## config.mk

```make
export PLATFORM = sky130hd
export DESIGN_NAME = dwc_downsizer
export DESIGN_NICKNAME = d
export VERILOG_FILES = /design/src/rtl/dwc_pkg.sv /design/src/rtl/dwc_addr_if.sv /design/src/rtl/dwc_downsizer.sv /design/src/rtl/dwc_r_merge.sv /design/src/rtl/dwc_b_merge.sv /design/src/rtl/dwc_wdata_split.sv /design/src/rtl/dwc_addr_split.sv /design/src/rtl/dwc_req_slice.sv
export SDC_FILE = /design/constraint.sdc
export NUM_CORES = 1
export LEC_CHECK = 0
export ABC_CLOCK_PERIOD_IN_PS = 6600
export BUFFER_PORTS_ARGS = -buffer_cell sky130_fd_sc_hd__buf_2
export CORE_ASPECT_RATIO = 0.5
export CORE_UTILIZATION = 52
export CTS_CLUSTER_DIAMETER = 120
export DETAILED_ROUTE_END_ITERATION = 6
export PLACE_DENSITY = 0.85
export SETUP_SLACK_MARGIN = 0.2
export SYNTH_ARGS = -nofsm -noshare
export SYNTH_HDL_FRONTEND = slang
export SYNTH_SLANG_ARGS = --single-unit
```

## constraint.sdc

```tcl
create_clock -name clk_i -period 6.6 [get_ports clk_i]
set_clock_uncertainty 0.2 [all_clocks]
set_input_delay 0.99 -clock clk_i [delete_from_list [all_inputs] [get_ports clk_i]]
set_output_delay 0.99 -clock clk_i [all_outputs]
set_load 0.05 [all_outputs]
```

## src/rtl/dwc_pkg.sv

```systemverilog
// Widths are fixed here for a 64-bit to 32-bit downsizer; other ratios need new lane types.
package dwc_pkg;

  // Address width on both sides of the converter.
  localparam int unsigned ADDR_W        = 16;
  // The wide side carries twice the data of the narrow side.
  localparam int unsigned WIDE_DATA_W   = 64;
  localparam int unsigned NARROW_DATA_W = 32;
  // One strobe bit per byte.
  localparam int unsigned WIDE_STRB_W   = WIDE_DATA_W / 8;
  localparam int unsigned NARROW_STRB_W = NARROW_DATA_W / 8;
  // Number of narrow beats that make up one wide beat.
  localparam int unsigned DOWNSIZE      = WIDE_DATA_W / NARROW_DATA_W;
  // The lane index selects one narrow beat inside a wide beat.
  localparam int unsigned LANE_W        = 1;
  // Address bits below this offset address bytes within one narrow word.
  localparam int unsigned LANE_OFFSET   = 2;

  typedef logic [ADDR_W-1:0] addr_t;
  typedef logic [2:0]        prot_t;
  typedef logic [LANE_W-1:0] lane_t;
  typedef logic [1:0]        resp_t;

  // OKAY is all zeros, so OR-ing responses keeps the worst one.
  localparam resp_t RESP_OKAY = 2'b00;

  // A wide data word, seen either flat or as narrow lanes.
  // Lane 0 holds the lowest bits, which matches the lowest narrow address.
  typedef union packed {
    logic [WIDE_DATA_W-1:0]                   flat;
    logic [DOWNSIZE-1:0][NARROW_DATA_W-1:0]   lane;
  } wide_word_u;

  // The matching strobe word, seen flat or as per-lane strobes.
  typedef union packed {
    logic [WIDE_STRB_W-1:0]                   flat;
    logic [DOWNSIZE-1:0][NARROW_STRB_W-1:0]   lane;
  } wide_strb_u;

endpackage
```

## src/rtl/dwc_addr_if.sv

```systemverilog
// Address channel from a request slice to its splitter; ready is pulsed only on the last lane.
`timescale 1ns/1ps

interface dwc_addr_if;

  // The slice presents its oldest entry on these lines.
  logic           valid;
  dwc_pkg::addr_t addr;
  dwc_pkg::prot_t prot;
  // The splitter releases the entry once every lane has been issued.
  logic           ready;

  // Request slice side.
  modport slice_mp (
    output valid,
    output addr,
    output prot,
    input  ready
  );

  // Address splitter side.
  modport split_mp (
    input  valid,
    input  addr,
    input  prot,
    output ready
  );

endinterface

```

## src/rtl/dwc_downsizer.sv

```systemverilog
// AXI4-Lite 64-to-32 bit downsizer; narrow responses must come back in request order.
`timescale 1ns/1ps

module dwc_downsizer (
  input  logic                              clk_i,
  input  logic                              arst_n_i,
  // Wide side, facing the manager.
  input  logic                              s_aw_valid_i,
  output logic                              s_aw_ready_o,
  input  logic [dwc_pkg::ADDR_W-1:0]        s_aw_addr_i,
  input  logic [2:0]                        s_aw_prot_i,
  input  logic                              s_w_valid_i,
  output logic                              s_w_ready_o,
  input  logic [dwc_pkg::WIDE_DATA_W-1:0]   s_w_data_i,
  input  logic [dwc_pkg::WIDE_STRB_W-1:0]   s_w_strb_i,
  output logic                              s_b_valid_o,
  input  logic                              s_b_ready_i,
  output logic [1:0]                        s_b_resp_o,
  input  logic                              s_ar_valid_i,
  output logic                              s_ar_ready_o,
  input  logic [dwc_pkg::ADDR_W-1:0]        s_ar_addr_i,
  input  logic [2:0]                        s_ar_prot_i,
  output logic                              s_r_valid_o,
  input  logic                              s_r_ready_i,
  output logic [dwc_pkg::WIDE_DATA_W-1:0]   s_r_data_o,
  output logic [1:0]                        s_r_resp_o,
  // Narrow side, facing the subordinate.
  output logic                              m_aw_valid_o,
  input  logic                              m_aw_ready_i,
  output logic [dwc_pkg::ADDR_W-1:0]        m_aw_addr_o,
  output logic [2:0]                        m_aw_prot_o,
  output logic                              m_w_valid_o,
  input  logic                              m_w_ready_i,
  output logic [dwc_pkg::NARROW_DATA_W-1:0] m_w_data_o,
  output logic [dwc_pkg::NARROW_STRB_W-1:0] m_w_strb_o,
  input  logic                              m_b_valid_i,
  output logic                              m_b_ready_o,
  input  logic [1:0]                        m_b_resp_i,
  output logic                              m_ar_valid_o,
  input  logic                              m_ar_ready_i,
  output logic [dwc_pkg::ADDR_W-1:0]        m_ar_addr_o,
  output logic [2:0]                        m_ar_prot_o,
  input  logic                              m_r_valid_i,
  output logic                              m_r_ready_o,
  input  logic [dwc_pkg::NARROW_DATA_W-1:0] m_r_data_i,
  input  logic [1:0]                        m_r_resp_i
);

  // Links between each address slice and its splitter.
  dwc_addr_if aw_chan ();
  dwc_addr_if ar_chan ();

  // Input side. Each address channel enters through its own spill register.
  dwc_req_slice u_aw_slice (
    .clk_i, .arst_n_i, .valid_i(s_aw_valid_i), .ready_o(s_aw_ready_o),
    .addr_i(s_aw_addr_i), .prot_i(s_aw_prot_i), .chan(aw_chan)
  );
  dwc_req_slice u_ar_slice (
    .clk_i, .arst_n_i, .valid_i(s_ar_valid_i), .ready_o(s_ar_ready_o),
    .addr_i(s_ar_addr_i), .prot_i(s_ar_prot_i), .chan(ar_chan)
  );

  // Processing part. Addresses and write data are cut into narrow beats.
  dwc_addr_split u_aw_split (
    .clk_i, .arst_n_i, .chan(aw_chan), .valid_o(m_aw_valid_o),
    .ready_i(m_aw_ready_i), .addr_o(m_aw_addr_o), .prot_o(m_aw_prot_o)
  );
  dwc_addr_split u_ar_split (
    .clk_i, .arst_n_i, .chan(ar_chan), .valid_o(m_ar_valid_o),
    .ready_i(m_ar_ready_i), .addr_o(m_ar_addr_o), .prot_o(m_ar_prot_o)
  );
  dwc_wdata_split u_w_split (
    .clk_i, .arst_n_i, .s_valid_i(s_w_valid_i), .s_ready_o(s_w_ready_o),
    .s_data_i(s_w_data_i), .s_strb_i(s_w_strb_i), .m_valid_o(m_w_valid_o),
    .m_ready_i(m_w_ready_i), .m_data_o(m_w_data_o), .m_strb_o(m_w_strb_o)
  );

  // Output side. Narrow responses are merged back into wide ones.
  dwc_b_merge u_b_merge (
    .clk_i, .arst_n_i, .m_valid_i(m_b_valid_i), .m_ready_o(m_b_ready_o),
    .m_resp_i(m_b_resp_i), .s_valid_o(s_b_valid_o), .s_ready_i(s_b_ready_i),
    .s_resp_o(s_b_resp_o)
  );
  dwc_r_merge u_r_merge (
    .clk_i, .arst_n_i, .m_valid_i(m_r_valid_i), .m_ready_o(m_r_ready_o),
    .m_data_i(m_r_data_i), .m_resp_i(m_r_resp_i), .s_valid_o(s_r_valid_o),
    .s_ready_i(s_r_ready_i), .s_data_o(s_r_data_o), .s_resp_o(s_r_resp_o)
  );

endmodule

```

## src/rtl/dwc_r_merge.sv

```systemverilog
// Joins DOWNSIZE narrow R beats into one wide beat; the last lane is fed through unregistered.
`timescale 1ns/1ps

module dwc_r_merge (
  input  logic                              clk_i,
  input  logic                              arst_n_i,
  input  logic                              m_valid_i,
  output logic                              m_ready_o,
  input  logic [dwc_pkg::NARROW_DATA_W-1:0] m_data_i,
  input  dwc_pkg::resp_t                    m_resp_i,
  output logic                              s_valid_o,
  input  logic                              s_ready_i,
  output dwc_pkg::wide_word_u               s_data_o,
  output dwc_pkg::resp_t                    s_resp_o
);

  // Lane of the next expected narrow beat.
  dwc_pkg::lane_t lane_q;
  // Data of the lanes below the last one.
  logic [dwc_pkg::DOWNSIZE-2:0][dwc_pkg::NARROW_DATA_W-1:0] data_q;
  // Worst response of the beats collected so far.
  dwc_pkg::resp_t resp_q;
  logic           last_lane;
  logic           beat_done;

  assign last_lane = (lane_q == dwc_pkg::lane_t'(dwc_pkg::DOWNSIZE - 1));
  assign beat_done = m_valid_i & m_ready_o;

  // Same handshake scheme as the B merger.
  assign m_ready_o = last_lane ? s_ready_i : 1'b1;
  assign s_valid_o = last_lane & m_valid_i;
  assign s_resp_o  = resp_q | m_resp_i;

  // Fill the wide word lane by lane. The top lane comes from the narrow port.
  always_comb begin
    for (int unsigned i = 0; i < dwc_pkg::DOWNSIZE - 1; i++) begin
      s_data_o.lane[i] = data_q[i];
    end
    s_data_o.lane[dwc_pkg::DOWNSIZE-1] = m_data_i;
  end

  always_ff @(posedge clk_i or negedge arst_n_i) begin
    if (!arst_n_i) begin
      lane_q <= '0;
      resp_q <= dwc_pkg::RESP_OKAY;
    end else if (beat_done) begin
      lane_q <= dwc_pkg::lane_t'(lane_q + 1'b1);
      if (last_lane) begin
        resp_q <= dwc_pkg::RESP_OKAY;
      end else begin
        resp_q <= resp_q | m_resp_i;
      end
    end
  end

  // Capture the lanes below the last one as they arrive.
  always_ff @(posedge clk_i) begin
    if (beat_done && !last_lane) begin
      data_q[lane_q] <= m_data_i;
    end
  end

  // Stable only if the narrow subordinate also holds its last beat.
  a_rdata_stable: assert property (@(posedge clk_i) disable iff (!arst_n_i)
    (s_valid_o && !s_ready_i) |=> $stable(s_data_o))
    else $error("Wide R data changed before it was accepted.");

endmodule

```

## src/rtl/dwc_b_merge.sv

```systemverilog
// Merges DOWNSIZE narrow B responses into one; relies on the narrow subordinate answering in order.
`timescale 1ns/1ps

module dwc_b_merge (
  input  logic           clk_i,
  input  logic           arst_n_i,
  input  logic           m_valid_i,
  output logic           m_ready_o,
  input  dwc_pkg::resp_t m_resp_i,
  output logic           s_valid_o,
  input  logic           s_ready_i,
  output dwc_pkg::resp_t s_resp_o
);

  // Lane of the next expected narrow response.
  dwc_pkg::lane_t lane_q;
  // Worst response seen so far for the current wide write.
  dwc_pkg::resp_t resp_q;
  logic           last_lane;
  logic           beat_done;

  assign last_lane = (lane_q == dwc_pkg::lane_t'(dwc_pkg::DOWNSIZE - 1));
  assign beat_done = m_valid_i & m_ready_o;

  // Earlier responses are absorbed at once.
  // The last one waits for the wide side, so back-pressure passes through.
  assign m_ready_o = last_lane ? s_ready_i : 1'b1;
  assign s_valid_o = last_lane & m_valid_i;
  assign s_resp_o  = resp_q | m_resp_i;

  always_ff @(posedge clk_i or negedge arst_n_i) begin
    if (!arst_n_i) begin
      lane_q <= '0;
      resp_q <= dwc_pkg::RESP_OKAY;
    end else if (beat_done) begin
      lane_q <= dwc_pkg::lane_t'(lane_q + 1'b1);
      // Start clean for the next wide write once the merged response is handed over.
      if (last_lane) begin
        resp_q <= dwc_pkg::RESP_OKAY;
      end else begin
        resp_q <= resp_q | m_resp_i;
      end
    end
  end

endmodule

```

## src/rtl/dwc_wdata_split.sv

```systemverilog
// Splits each wide W beat into DOWNSIZE narrow beats in lane order, lane 0 first.
`timescale 1ns/1ps

module dwc_wdata_split (
  input  logic                              clk_i,
  input  logic                              arst_n_i,
  input  logic                              s_valid_i,
  output logic                              s_ready_o,
  input  dwc_pkg::wide_word_u               s_data_i,
  input  dwc_pkg::wide_strb_u               s_strb_i,
  output logic                              m_valid_o,
  input  logic                              m_ready_i,
  output logic [dwc_pkg::NARROW_DATA_W-1:0] m_data_o,
  output logic [dwc_pkg::NARROW_STRB_W-1:0] m_strb_o
);

  // Head and tail of the W spill register.
  logic                head_valid_q;
  dwc_pkg::wide_word_u head_data_q;
  dwc_pkg::wide_strb_u head_strb_q;
  logic                tail_valid_q;
  dwc_pkg::wide_word_u tail_data_q;
  dwc_pkg::wide_strb_u tail_strb_q;
  // Lane of the next narrow beat.
  dwc_pkg::lane_t      lane_q;
  logic                last_lane;
  logic                beat_done;
  logic                push;
  logic                pop;

  assign s_ready_o = ~tail_valid_q;
  assign push      = s_valid_i & s_ready_o;

  assign last_lane = (lane_q == dwc_pkg::lane_t'(dwc_pkg::DOWNSIZE - 1));
  assign beat_done = m_valid_o & m_ready_i;
  // The wide beat leaves the register after its last lane is accepted.
  assign pop       = beat_done & last_lane;

  // Both unions are read as lanes, so the counter selects data and strobe alike.
  assign m_valid_o = head_valid_q;
  assign m_data_o  = head_data_q.lane[lane_q];
  assign m_strb_o  = head_strb_q.lane[lane_q];

  // Control state of the spill register and the lane counter.
  always_ff @(posedge clk_i or negedge arst_n_i) begin
    if (!arst_n_i) begin
      head_valid_q <= 1'b0;
      tail_valid_q <= 1'b0;
      lane_q       <= '0;
    end else begin
      if (beat_done) begin
        lane_q <= dwc_pkg::lane_t'(lane_q + 1'b1);
      end
      if (push && !pop) begin
        if (head_valid_q) begin
          tail_valid_q <= 1'b1;
        end else begin
          head_valid_q <= 1'b1;
        end
      end else if (pop && !push) begin
        if (tail_valid_q) begin
          tail_valid_q <= 1'b0;
        end else begin
          head_valid_q <= 1'b0;
        end
      end
    end
  end

  // Payload moves, following the same rules as the address slices.
  always_ff @(posedge clk_i) begin
    if (pop) begin
      if (tail_valid_q) begin
        head_data_q <= tail_data_q;
        head_strb_q <= tail_strb_q;
      end else if (push) begin
        head_data_q <= s_data_i;
        head_strb_q <= s_strb_i;
      end
    end else if (push) begin
      if (head_valid_q) begin
        tail_data_q <= s_data_i;
        tail_strb_q <= s_strb_i;
      end else begin
        head_data_q <= s_data_i;
        head_strb_q <= s_strb_i;
      end
    end
  end

  // A stalled narrow beat must keep its strobes until it is taken.
  a_strb_stable: assert property (@(posedge clk_i) disable iff (!arst_n_i)
    (m_valid_o && !m_ready_i) |=> $stable(m_strb_o))
    else $error("Narrow W strobe changed under back-pressure.");

endmodule

```

## src/rtl/dwc_addr_split.sv

```systemverilog
// Issues DOWNSIZE narrow-aligned addresses per wide request; the low address bits are discarded.
`timescale 1ns/1ps

module dwc_addr_split (
  input  logic           clk_i,
  input  logic           arst_n_i,
  dwc_addr_if.split_mp   chan,
  output logic           valid_o,
  input  logic           ready_i,
  output dwc_pkg::addr_t addr_o,
  output dwc_pkg::prot_t prot_o
);

  // Lane of the next narrow beat to issue.
  dwc_pkg::lane_t lane_q;
  logic           last_lane;
  logic           beat_done;

  assign last_lane = (lane_q == dwc_pkg::lane_t'(dwc_pkg::DOWNSIZE - 1));
  assign beat_done = valid_o & ready_i;

  // Every narrow beat of the wide request is presented straight from the slice head.
  assign valid_o = chan.valid;
  assign prot_o  = chan.prot;

  // The slice entry is released only with the handshake of the last beat.
  assign chan.ready = ready_i & last_lane;

  // Replace the lane bits by the counter and clear the byte offset.
  always_comb begin
    addr_o = chan.addr;
    addr_o[dwc_pkg::LANE_OFFSET +: dwc_pkg::LANE_W] = lane_q;
    addr_o[dwc_pkg::LANE_OFFSET-1:0] = '0;
  end

  // The counter wraps back to lane 0 after the last beat.
  always_ff @(posedge clk_i or negedge arst_n_i) begin
    if (!arst_n_i) begin
      lane_q <= '0;
    end else if (beat_done) begin
      lane_q <= dwc_pkg::lane_t'(lane_q + 1'b1);
    end
  end

  // Holds only if the slice keeps its head stable and the counter waits for the handshake.
  a_addr_stable: assert property (@(posedge clk_i) disable iff (!arst_n_i)
    (valid_o && !ready_i) |=> $stable(addr_o))
    else $error("Narrow address changed before it was accepted.");

endmodule

```

## src/rtl/dwc_req_slice.sv

```systemverilog
// Two-entry spill register for AW or AR; ready depends only on its own fill, never on the output.
`timescale 1ns/1ps

module dwc_req_slice (
  input  logic           clk_i,
  input  logic           arst_n_i,
  input  logic           valid_i,
  output logic           ready_o,
  input  dwc_pkg::addr_t addr_i,
  input  dwc_pkg::prot_t prot_i,
  dwc_addr_if.slice_mp   chan
);

  // The head entry is the one presented downstream.
  logic           head_valid_q;
  dwc_pkg::addr_t head_addr_q;
  dwc_pkg::prot_t head_prot_q;
  // The tail entry only fills while the head is stalled.
  logic           tail_valid_q;
  dwc_pkg::addr_t tail_addr_q;
  dwc_pkg::prot_t tail_prot_q;
  logic           push;
  logic           pop;
  logic [1:0]     fill;

  // There is room while the tail is free.
  assign ready_o = ~tail_valid_q;
  assign push    = valid_i & ready_o;
  assign pop     = head_valid_q & chan.ready;
  assign fill    = {1'b0, head_valid_q} + {1'b0, tail_valid_q};

  // The output is registered, so a new request shows up one cycle after acceptance.
  assign chan.valid = head_valid_q;
  assign chan.addr  = head_addr_q;
  assign chan.prot  = head_prot_q;

  // Occupancy tracking. The tail is only valid when the head is valid too.
  always_ff @(posedge clk_i or negedge arst_n_i) begin
    if (!arst_n_i) begin
      head_valid_q <= 1'b0;
      tail_valid_q <= 1'b0;
    end else if (push && !pop) begin
      if (head_valid_q) begin
        tail_valid_q <= 1'b1;
      end else begin
        head_valid_q <= 1'b1;
      end
    end else if (pop && !push) begin
      if (tail_valid_q) begin
        tail_valid_q <= 1'b0;
      end else begin
        head_valid_q <= 1'b0;
      end
    end
  end

  // Payload moves. A push with a pop always finds the tail empty.
  always_ff @(posedge clk_i) begin
    if (pop) begin
      if (tail_valid_q) begin
        head_addr_q <= tail_addr_q;
        head_prot_q <= tail_prot_q;
      end else if (push) begin
        head_addr_q <= addr_i;
        head_prot_q <= prot_i;
      end
    end else if (push) begin
      if (head_valid_q) begin
        tail_addr_q <= addr_i;
        tail_prot_q <= prot_i;
      end else begin
        head_addr_q <= addr_i;
        head_prot_q <= prot_i;
      end
    end
  end

  // An accepted request that is not released at the same time must raise the fill by one.
  a_no_loss: assert property (@(posedge clk_i) disable iff (!arst_n_i)
    (push && !pop) |=> (fill == $past(fill) + 2'd1))
    else $error("Request slice dropped an accepted entry.");

endmodule

```

==> results, run 1 <==
- The count of vias placed by the detailed router is 5411.
- The total count of max-transition violations in the final report is 0.
- From bottom edge to top edge, the die measures 102 um.
- For this run, the register share of the synthesized area comes to 0.732.
- Setup repair after global routing left no endpoint under its margin.
- The top cell types in the final layout, fill and taps aside, are sky130_fd_sc_hd__buf_2 (299), sky130_fd_sc_hd__edfxtp_1 (240), sky130_fd_sc_hd__mux2_2 (71).
- In the routed layout, each cell is associated on average with a via count of 4.98.
- The initial antenna violation count is 1.
- The flow ran to the end, and the final reports show no timing, DRC or antenna violations.
- The most used routing layer in global routing is met2.
- Along the worst path, the maximum fanout reaches 40.
- The remaining global-route overflow is 0.
- The CTS tree is built.
- The worst ir drop on vdd is 0.250 mV.
- The later-pin clock latency in the skew report is 0.52 ns.
- The total iterations of the first detailed-routing run is 4.
- From left edge to right edge, the die measures 202 um.
- The number of warnings printed during yosys synthesis is 0.
- For this run, the slowest stage of the critical path takes 1.04 ns.
- The placeable core region is 19500 um2.
- In this run the post-CTS setup repair buffer count came out at 0.
- The all-layer global routing usage is 0.185.
- The maximum number of pins on one net before global-route repair is 73.
- The arrival time at the worst endpoint is 3.52 ns.
- The count of filler cells inserted in the layout is 1366.
- The cts-stage hold buffer count is 0.
- The CTS buffer count is 23.
- The worst-case reg-to-reg path depth is 3.
- After clock tree synthesis, the clock-pin slew on the worst setup and hold paths is 0.07 ns.
- The met1 layer usage reported by global route is 0.237.
- For this run, design rule violations remaining after detail routing come to 0.
- OpenSTA, run right after detailed placement, puts the worst setup slack at 3.04 ns.
- The worst-margin pin slew is 1.02 ns.
- From synthesis to final layout, the design area changed by 20.9%.
- In this run the deepest clock path goes through 3 buffers.
- The cell area after synthesis is 10400 um2.
- The total half-perimeter wirelength after legalization and detailed placement is 13600 um.
- After routing the design area is 12500 um2.
- The global-route wire length before repair is 29100 um.
- The floorplan step defined a die boundary enclosing 20500 um2.
- The share of post-route cells with drive strength above 1 is 0.591.
- Dividing the detail-routed wire length by the instance count gives 18.0 um.
- STA classifies the critical path endpoint as a register.
- Grouping stages by cell kind, the critical path spends the most delay in flip-flops.
- In the post-route analysis, the smallest setup slack over all paths is 3.13 ns.
- The worst slew margin relative to its limit is 0.316.
- The required time at the worst-slack endpoint is 6.65 ns.
- In this run the number of H-tree levels came out at 1.
- The signal on the critical path passes through nand4_4 > buf_4 > mux2_4.
- The number of unique standard cell types used by synthesis is 26.
- The tightest min-delay check is of the in -> async type.
- For met3 alone, demand over resource in global routing was 0.0418.
- The count of cells in the finished layout, fillers not included, comes to 1086.
- The tool flagged a number of max-cap violations equal to 0.
- The remaining number of nets flagged by the antenna check after routing is 0.
- Leaving out fill and tap cells, the most frequent cell in the layout is sky130_fd_sc_hd__buf_2.
- The cell area after placement is 11800 um2.
- Static timing analysis puts the maximum clock frequency at 288 MHz.
- The floorplan has 36 rows.
- The mean instance size in the synthesized netlist is 19.8 um2.
- The setup total negative slack is 0 ns.
- For met2 alone, demand over resource in global routing was 0.320.
- For this run, the share of the core covered by cells in the final layout is 0.643.
- The final hold violation count came to 0.
- Setup violations remaining at the end of the flow were counted as 0.
- The net total in the final layout is 966.
- After clock tree synthesis, the repair step resized 0 gates.
- The initial utilization of the core area, before any placement, comes to 0.532.
- By startpoint and endpoint, the worst setup path is classified as reg -> reg.
- The number of global-route vias before repair came to 5450.
- The total wire length after detailed routing is 19500 um.
- Synthesis handed over a netlist of 524 instances.
- STA classifies the critical path startpoint as a register.
- The critical path crosses 3 cells after its start point.
- The leakage power of the design is 0.00513 uW.
- The power density relative to cell area is 452 nW/um2.
- The cell sitting at the root of the clock tree is a sky130_fd_sc_hd__clkbuf_16.
- The DRC marker count from the first detailed-route iteration is 215.
- The flop and latch count out of synthesis is 255.
- The final critical path time including I/O delays and setup is 3.47 ns.
- Routability-driven placement finished with a final weighted congestion of 0.751.
- Pin placement for this block handled 310 I/O pins.
- The number of buffers and inverters on the critical path is 1.
- Including well taps, the total number of placed cells is 1043.
- Buffers placed on the I/O ports in this run total 299.
- The final clock period utilization by the worst path is 0.526.
- The clock drives 255 sinks.
- The slowest cell on the critical path is sky130_fd_sc_hd__dfrtp_2.
-- Yosys cell counts --
master	number	area share
sky130_fd_sc_hd__nor2b_1	3	0.0018
sky130_fd_sc_hd__a21oi_1	11	0.0053
sky130_fd_sc_hd__mux2_2	71	0.077
sky130_fd_sc_hd__nor2_1	2	0.00073
sky130_fd_sc_hd__inv_1	12	0.0044
sky130_fd_sc_hd__mux2i_1	1	0.00097
sky130_fd_sc_hd__xnor2_1	3	0.0025
sky130_fd_sc_hd__conb_1	1	0.00036
sky130_fd_sc_hd__nand4_4	3	0.0062
sky130_fd_sc_hd__and2b_1	1	0.00073
sky130_fd_sc_hd__buf_4	38	0.028
sky130_fd_sc_hd__buf_6	9	0.0098
sky130_fd_sc_hd__or2_2	4	0.0024
sky130_fd_sc_hd__o2bb2ai_1	4	0.0034
sky130_fd_sc_hd__nand3_1	3	0.0014
sky130_fd_sc_hd__o21ai_0	6	0.0029
sky130_fd_sc_hd__ha_1	6	0.0073
sky130_fd_sc_hd__nand2_1	6	0.0022
sky130_fd_sc_hd__o22a_1	2	0.0017
sky130_fd_sc_hd__buf_2	5	0.0024
sky130_fd_sc_hd__edfxtp_1	240	0.70
sky130_fd_sc_hd__a21o_1	1	0.00073
sky130_fd_sc_hd__dfrtp_1	15	0.036
sky130_fd_sc_hd__mux2_4	70	0.10
sky130_fd_sc_hd__and2_1	5	0.0030
sky130_fd_sc_hd__nand2b_1	2	0.0012
-- logic make-up (layout without fill, tap and decap cells) --
family	count (synthesis)	count (layout)	synth area share
other	1	5	0.000362
muxes	142	142	0.180
xor gates and xnor gates	3	3	0.00254
AOI/OAI and AO/OA	24	24	0.0140
adders and majority gates	6	6	0.00725
buffers and inverters	64	356	0.0441
and+or+nand+nor	29	29	0.0197
DFF	255	255	0.732
-- cell type report --
cell class | count | area, um2 | share of cell area
clock buffer | 35 | 651 | 0.0520
antenna | 1 | 2.50 | 0.000200
tap | 266 | 333 | 0.0266
multi-input combinational | 208 | 2340 | 0.187
sequential | 255 | 7580 | 0.606
clock inverter | 7 | 41.3 | 0.00330
inverter | 12 | 45.0 | 0.00360
timing repair buffer | 302 | 1520 | 0.121
-- sequential cells by signal, indices dropped and copies added, names as in the netlist, 2 cells and up --
| register | flops |
|---|---|
| u_ar_slice.chan.addr | 13 |
| u_ar_slice.chan.prot | 3 |
| u_ar_slice.tail_addr_q | 13 |
| u_ar_slice.tail_prot_q | 3 |
| u_aw_slice.chan.addr | 13 |
| u_aw_slice.chan.prot | 3 |
| u_aw_slice.tail_addr_q | 13 |
| u_aw_slice.tail_prot_q | 3 |
| u_b_merge.resp_q | 2 |
| u_r_merge.data_q | 32 |
| u_r_merge.resp_q | 2 |
| u_w_split.head_data_q | 64 |
| u_w_split.head_strb_q | 8 |
| u_w_split.tail_data_q | 64 |
| u_w_split.tail_strb_q | 8 |
-- worst paths after layout --
path	from	endpoint	slack, ns
max	u_w_split.lane_q	u_w_split.head_data_q[32]	3.13
min	arst_n_i	u_b_merge.resp_q[0]	0.18
max reg2reg	u_w_split.lane_q	u_w_split.head_data_q[32]	3.13
min reg2reg	u_b_merge.lane_q	u_b_merge.resp_q[0]	0.32
max in group asynchronous	arst_n_i	u_w_split.lane_q	5.70
min in group clk_i	u_b_merge.lane_q	u_b_merge.resp_q[0]	0.32
-- per-stage QoR --
stage          hold WS (ns)  total power (uW)
2_1_floorplan         0.270              4040
3_3_place_gp          0.288              4410
3_5_place_dp          0.292              4480
4_1_cts               0.183              5730
5_1_grt               0.197              5890
6_report              0.182              5660
-- where the power goes --
group	internal (uW)	switching, uW
registers	2270	193
logic	530	1430
clock network	683	562
total	3480	2180
-- routing by layer --
layer / up-vias / routed length, um
met1: 2733 / 8180
met5: - / 0
met2: 121 / 10100
li1: 2523 / -
met4: 0 / 488
met3: 34 / 763
No activity file was read; power rests on OpenSTA's default activity.
==> inputs of run 2 (changes only) <==
Settings changed: ABC_CLOCK_PERIOD_IN_PS 6600 to 3050, CORE_UTILIZATION 52 to 47, PLACE_DENSITY 0.85 to 0.82.
Clock period 6.6 ns to 3.05 ns, I/O delays scaled along.
==> results, run 2 (synthesis gave the netlist of run 1 again) <==
- The worst slew margin relative to its limit was 0.486 (was 0.316).
- The depth of the CTS H-tree is 1 (unchanged).
- Biggest registers after layout: u_w_split.head_data_q x64, u_w_split.tail_data_q x64, u_r_merge.data_q x32 (unchanged).
- The max-cap violation count came to 0 (unchanged).
- The I/O pin count is 310 (unchanged).
- The total count of max-transition violations in the final report is 0 (unchanged).
- The final estimated routing congestion in global placement is 0.791 (was 0.751).
- The start point of the critical path is u_w_split.lane_q (unchanged).
- The TritonCTS sink count is 255 (unchanged).
- The buffer count from post-CTS setup fixing is 0 (unchanged).
- The per-cell routed wire length is 18.5 um (was 18.0 um).
- The global-route wire length before repair came to 34600 um (was 29100 um).
- The area of the die is 22700 um2 (was 20500 um2).
- The remaining global-route overflow is 0 (unchanged).
- Commonest cells after routing, fill and taps aside: sky130_fd_sc_hd__buf_2 (299), sky130_fd_sc_hd__edfxtp_1 (240), sky130_fd_sc_hd__dlygate4sd3_1 (137) (was sky130_fd_sc_hd__buf_2 (299), sky130_fd_sc_hd__edfxtp_1 (240), sky130_fd_sc_hd__mux2_2 (71)).
- Outcome: completed (unchanged).
- The number of failing setup endpoints in the final timing report is 0 (unchanged).
- The clock-pin slew reported for the worst setup and hold paths after clock tree synthesis is 0.07 ns (about the same).
- The class of the tightest hold or removal check is in -> reg (was in -> async).
- The critical-path maximum fanout is 24 (was 40).
- The maximum number of pins on one net before global-route repair is 55 (was 73).
- The startpoint of the worst register-to-register path is u_w_split.lane_q (unchanged).
- The total wire length after detailed routing is 23200 um (was 19500 um).
- The placement row count was 37 (was 36).
- The cell total after placement is 1074 (was 1043).
- The count of vias placed by the detailed router is 6074 (was 5411).
- The leakage power of the design is 0.00577 uW (was 0.00513 uW).
- The net total in the final layout is 1108 (was 966).
- The required time at the worst-slack endpoint was 2.39 ns (was 6.65 ns).
- The worst-margin pin slew came to 0.771 ns (was 1.02 ns).
- The post-detailed-route via-to-cell ratio was 4.85 (was 4.98).
- The worst setup slack for register-to-register paths is 0.73 ns (was 3.13 ns).
- The final critical path time including I/O delays and setup is 2.69 ns.
- The initial antenna violation count is 0 (was 1).
- The capture point of the worst path is m_w_data_o[0] (was u_w_split.head_data_q[32]).
- The startpoint class of the critical path is a register (unchanged).
- The effective utilization at floorplan is 0.492 (was 0.532).
- The routed length on met1 is 9040 um (was 8180 um).
- The post-placement setup slack is 0.619 ns (was 3.04 ns).
- The worst-case reg-to-reg path depth is 3 (unchanged).
- The path type of the worst setup path is reg -> out (was reg -> reg).
- The later-pin clock latency in the skew report was 0.51 ns (was 0.52 ns).
- The setup slack of the critical path after layout is 0.362 ns (was 3.13 ns).
- The CTS tree is built (unchanged).
- The highest clock frequency the design can meet is 372 MHz.
- The minimum hold slack is 0.0523 ns (was 0.182 ns).
- The number of DRC violations after detailed routing came to 0 (unchanged).
- The arrival time at the worst endpoint is 2.03 ns (was 3.52 ns).
- The antenna diode count came to 0 (was 1).
- The placeable core region is 21100 um2 (was 19500 um2).
- The most frequent standard cell in the layout excluding fill and tap cells is sky130_fd_sc_hd__buf_2 (unchanged).
- The count of filler cells inserted in the layout is 1398 (was 1366).
- The count of port buffers added during placement is 299 (unchanged).
- The root buffer cell is sky130_fd_sc_hd__clkbuf_16 (unchanged).
- The CTS buffer count came to 23 (unchanged).
- The DRC marker count from the first detailed-route iteration is 365 (was 215).
- The remaining number of nets flagged by the antenna check after routing is 0 (unchanged).
- The die outline height is 107 um (was 102 um).
- The deepest clock path buffer count is 3 (unchanged).
- The total half-perimeter wirelength after legalization and detailed placement is 14100 um (was 13600 um).
- The total length of routed met3 wires is 816 um (was 763 um).
- The capturing element type of the critical path is an output pin (was register).
- The share of post-route cells with drive strength above 1 is 0.510 (was 0.591).
- Dividing the final minimum period by the clock period gives 0.881.
- The number of global-route vias before repair came to 6498 (was 5450).
- The final hold violation count is 0 (unchanged).
- The filler-free cell count of the finished design is 1252 (was 1086).
- The total iterations of the first detailed-routing run was 5 (was 4).
- The wire length on met2 is 12700 um (was 10100 um).
- The all-layer global routing usage is 0.200 (was 0.185).
- The destination of the worst register-to-register timing path is u_w_split.head_data_q[33] (was u_w_split.head_data_q[32]).
- The growth of design area from synthesis to finish is 35.7% (was 20.9%).
- The worst ir drop on vdd is 0.501 mV (was 0.250 mV).
- The width of the die is 212 um (was 202 um).
- The highest metal layer with signal wires was met4 (unchanged).
- RSZ-0062 raised after global routing: false (unchanged).
- The power density relative to cell area is 905 nW/um2 (was 452 nW/um2).
- The setup total negative slack came to 0 ns (unchanged).
## run 2: worst min path at each step
stage | from | to | slack [ns] | cells past startpoint
floorplan | arst_n_i | u_ar_slice.chan.valid | -0.04 | 0
finish | m_r_resp_i[0] | u_r_merge.resp_q[0] | 0.05 | 3
global route | m_b_valid_i | u_b_merge.lane_q | 0.04 | 2
global placement | arst_n_i | u_b_merge.resp_q[1] | 0.21 | 1
CTS | m_b_valid_i | u_b_merge.lane_q | 0.02 | 2
detailed placement | arst_n_i | u_b_merge.lane_q | 0.21 | 1
## run 2: stage by stage
step | area [um2] | power (uW) | utilization
3_5_place_dp | 11900 | 9750 | 0.567
4_1_cts | 14000 | 12800 | 0.667
2_1_floorplan | 10400 | 8700 | -
5_1_grt | 14100 | 13200 | 0.667
6_report | 14100 | 12700 | 0.667
3_3_place_gp | 11900 | 9630 | 0.567
## run 2: final cells by class
type	count	area, um2	share of cell area
multi-input combinational	208	2340	0.167
tap	292	365	0.0260
sequential	255	7590	0.540
inverter	12	45.0	0.00321
clock buffer	27	591	0.0420
clock inverter	14	140	0.00997
timing repair buffer	444	2980	0.212
## run 2: worst max-delay path: stages (launching register included)
cell and delay (ns):
sky130_fd_sc_hd__dfrtp_4 0.59, sky130_fd_sc_hd__buf_6 0.31, sky130_fd_sc_hd__mux2_2 0.38, sky130_fd_sc_hd__buf_2 0.22
## run 2: where the power goes
part	total, uW	leakage, uW	internal [uW]	switching (uW)
combinational	4580	0.00302	1320	3260
clock	2880	0.000357	1640	1240
sequential	5260	0.00240	4900	364
## run 2: per-layer routing
layer / global-route usage / vias up
met3: 0.0366 / 52
li1: - / 2804
met1: 0.234 / 3064
met4: 0.0699 / 0
met5: 0 / -
met2: 0.371 / 154
## run 2: what timing repair did
action	4_1_cts	5_1_grt
hold endpoints to repair	151	0
endpoints found under the setup margin	22	3
resized for setup	1	1
hold buffers	137	0
==> inputs of run 3 (changes only) <==
Settings changed: ABC_CLOCK_PERIOD_IN_PS 3050 to 2600, CORE_UTILIZATION 47 to 53, PLACE_DENSITY 0.82 to 0.86, SYNTH_HIERARCHICAL set to 1.
Clock period 3.05 ns to 2.6 ns, I/O delays scaled along.
==> results, run 3 <==
- Outcome: completed (unchanged).
- The largest incremental delay on the critical path is 0.45 ns (was 0.59 ns).
- The final estimated routing congestion in global placement was 0.819 (was 0.791).
- The share of post-route cells with drive strength above 1 is 0.514 (was 0.510).
- The power density relative to cell area is 1080 nW/um2 (was 905 nW/um2).
- The total count of max-transition violations in the final report is 0 (unchanged).
- The deepest clock path buffer count was 3 (unchanged).
- The number of failing setup endpoints in the final timing report came to 0 (unchanged).
- The required time at the worst-slack endpoint was 2.01 ns (was 2.39 ns).
- The number of standard cells after synthesis is 562 (was 524).
- The area of the die is 20800 um2 (was 22700 um2).
- The worst ir drop on vdd is 0.576 mV (was 0.501 mV).
- The leakage power of the design is 0.00603 uW (was 0.00577 uW).
- The total buffers and inverters traversed by the critical path was 2 (unchanged).
- Subtracting the final worst setup slack from the clock period gives 2.35 ns.
- The clock-pin slew reported for the worst setup and hold paths after clock tree synthesis was 0.07 ns (about the same).
- The remaining number of nets flagged by the antenna check after routing came to 0 (unchanged).
- The net switching share of the total power is 0.378 (was 0.383).
- The cell area after synthesis is 10700 um2 (was 10400 um2).
- The count of port buffers added during placement is 299 (unchanged).
- The depth of the CTS H-tree was 1 (unchanged).
- The fraction of power consumed by combinational cells is 0.364 (was 0.360).
- The cell total after placement is 1059 (was 1074).
- The most frequent standard cell in the layout excluding fill and tap cells is sky130_fd_sc_hd__buf_2 (unchanged).
- The remaining global-route overflow is 0 (unchanged).
- The overall power after layout is 15600 uW (was 12700 uW).
- The effective utilization at floorplan was 0.546 (was 0.492).
- The width of the die is 203 um (was 212 um).
- Critical Path, Cell by Cell: buf_12 > mux2_2 > buf_2 (was buf_6 > mux2_2 > buf_2).
- The CTS buffer count came to 23 (unchanged).
- The minimum hold slack came to 0.0299 ns (was 0.0523 ns).
- The highest clock frequency the design can meet is 426 MHz.
- The arrival time at the worst endpoint is 1.76 ns (was 2.03 ns).
- The path type of the worst setup path is reg -> out (unchanged).
- Commonest cells after routing, fill and taps aside: sky130_fd_sc_hd__buf_2 (299), sky130_fd_sc_hd__edfxtp_1 (240), sky130_fd_sc_hd__dlygate4sd3_1 (148) (was sky130_fd_sc_hd__buf_2 (299), sky130_fd_sc_hd__edfxtp_1 (240), sky130_fd_sc_hd__dlygate4sd3_1 (137)).
- The later-pin clock latency in the skew report is 0.52 ns (was 0.51 ns).
- The CTS tree is built (unchanged).
- Biggest registers after layout: u_w_split/head_data_q x64, u_w_split/tail_data_q x64, u_r_merge/data_q x32 (was u_w_split.head_data_q x64, u_w_split.tail_data_q x64, u_r_merge.data_q x32).
- The growth of design area from synthesis to finish is 34.6% (was 35.7%).
- The max-cap violation count was 0 (unchanged).
- The capturing element type of the critical path is an output pin (unchanged).
- The total half-perimeter wirelength after legalization and detailed placement is 15000 um (was 14100 um).
- The DRC marker count from the first detailed-route iteration is 344 (was 365).
- The per-cell routed wire length is 20.4 um (was 18.5 um).
- The root buffer cell is sky130_fd_sc_hd__clkbuf_16 (unchanged).
- The die outline height is 102 um (was 107 um).
- The net total in the final layout is 1132 (was 1108).
- The part of the total power dissipated in the clock network is 0.243 (was 0.226).
- The final clock period utilization by the worst path is 0.902.
- The number of DRC violations after detailed routing was 0 (unchanged).
- The filler-free cell count of the finished design is 1251 (was 1252).
- The class of the tightest hold or removal check is in -> reg (unchanged).
- RSZ-0062 raised after global routing: false (unchanged).
- The initial antenna violation count is 0 (unchanged).
- The maximum number of pins on one net before global-route repair is 39 (was 55).
- The internal portion of total power is 9690 uW (was 7850 uW).
- The sequential power share was 0.393 (was 0.414).
- The number of warnings printed during yosys synthesis came to 6 (was 0).
- The total wire length after detailed routing is 25600 um (was 23200 um).
- The mean instance size in the synthesized netlist is 19.0 um2 (was 19.8 um2).
- The placement row count is 36 (was 37).
- The I/O pin count was 310 (unchanged).
- The top cell family by delay on the critical path is flip-flops (unchanged).
- The number of global-route vias before repair is 6688 (was 6498).
- The count of vias placed by the detailed router is 6366 (was 6074).
- The all-layer global routing usage came to 0.240 (was 0.200).
- The placeable core region is 19600 um2 (was 21100 um2).
- The switching power summed over all nets came to 5880 uW (was 4870 uW).
- The TritonCTS sink count is 255 (unchanged).
- The slowest cell on the critical path is sky130_fd_sc_hd__dfrtp_2 (was sky130_fd_sc_hd__dfrtp_4).
- The setup total negative slack is 0 ns (unchanged).
- The total iterations of the first detailed-routing run is 5 (unchanged).
- The startpoint class of the critical path was a register (unchanged).
- The global-route wire length before repair is 37400 um (was 34600 um).
- The post-detailed-route via-to-cell ratio is 5.09 (was 4.85).
- The critical-path maximum fanout is 17 (was 24).
- The final hold violation count is 0 (unchanged).
==> run 3: power groups by stage <==
stage,sequential [uW],combinational (uW),clock (uW)
2_1_floorplan,6250,4190,0
3_3_place_gp,6120,5240,0
3_5_place_dp,6190,5340,0
4_1_cts,6080,5600,3800
5_1_grt,6200,5860,4010
6_report,6120,5670,3780
==> run 3: worst reg2reg max path, stage by stage (launching register included) <==
cell,delay [ns]
sky130_fd_sc_hd__dfrtp_2,0.45
sky130_fd_sc_hd__buf_4,0.19
sky130_fd_sc_hd__nand3_1,0.18
sky130_fd_sc_hd__inv_1,0.16
sky130_fd_sc_hd__o22a_4,0.34
sky130_fd_sc_hd__buf_4,0.30
==> run 3: stage by stage <==
step	area, um2	worst slack, ns	utilization
2_1_floorplan	10700	0.384	-
3_3_place_gp	12100	0.595	0.616
3_5_place_dp	12100	0.555	0.616
4_1_cts	14400	0.243	0.735
5_1_grt	14400	0.201	0.735
6_report	14400	0.255	0.735
==> run 3: area by class of cell <==
| cell class | count | area, um2 |
|---|---|---|
| Sequential cell | 255 | 7580 |
| Fill cell | 1147 | 5190 |
| Timing Repair Buffer | 464 | 3180 |
| Multi-Input combinational cell | 212 | 2430 |
| Clock buffer | 27 | 601 |
| Tap cell | 266 | 333 |
| Clock inverter | 14 | 229 |
| Inverter | 12 | 45.0 |
| Antenna cell | 1 | 2.50 |
==> run 3: routing by layer <==
layer	global-route usage	vias up	wire length (um)
met3	0.0440	57	1000
met5	0	-	0
li1	-	2856	-
met2	0.453	199	13900
met4	0.0873	0	779
met1	0.279	3254	9910
==> run 3: timing repair <==
| item | 4_1_cts | 5_1_grt |
|---|---|---|
| gates resized for setup | 1 | 1 |
| setup buffers | 2 | 0 |
| hold endpoints to repair | 253 | 0 |
| endpoints found under the setup margin | 29 | 2 |
| hold buffers | 148 | 0 |
==> run 3: path summary, 6_finish.rpt <==
path                                   startpoint                        end  slack [ns]  cells after the start
worst min-delay path                  s_r_ready_i        u_r_merge/resp_q[0]        0.03                      3
min in group asynchronous                arst_n_i     u_w_split/tail_valid_q        0.14                      2
max in group asynchronous                arst_n_i           u_w_split/lane_q        1.78                      2
worst max register to register   u_w_split/lane_q  u_w_split/head_data_q[49]        0.46                      5
worst min register to register  u_ar_split/lane_q          u_ar_split/lane_q        0.31                      1
worst max-delay path             u_w_split/lane_q             m_w_data_o[10]        0.25                      3
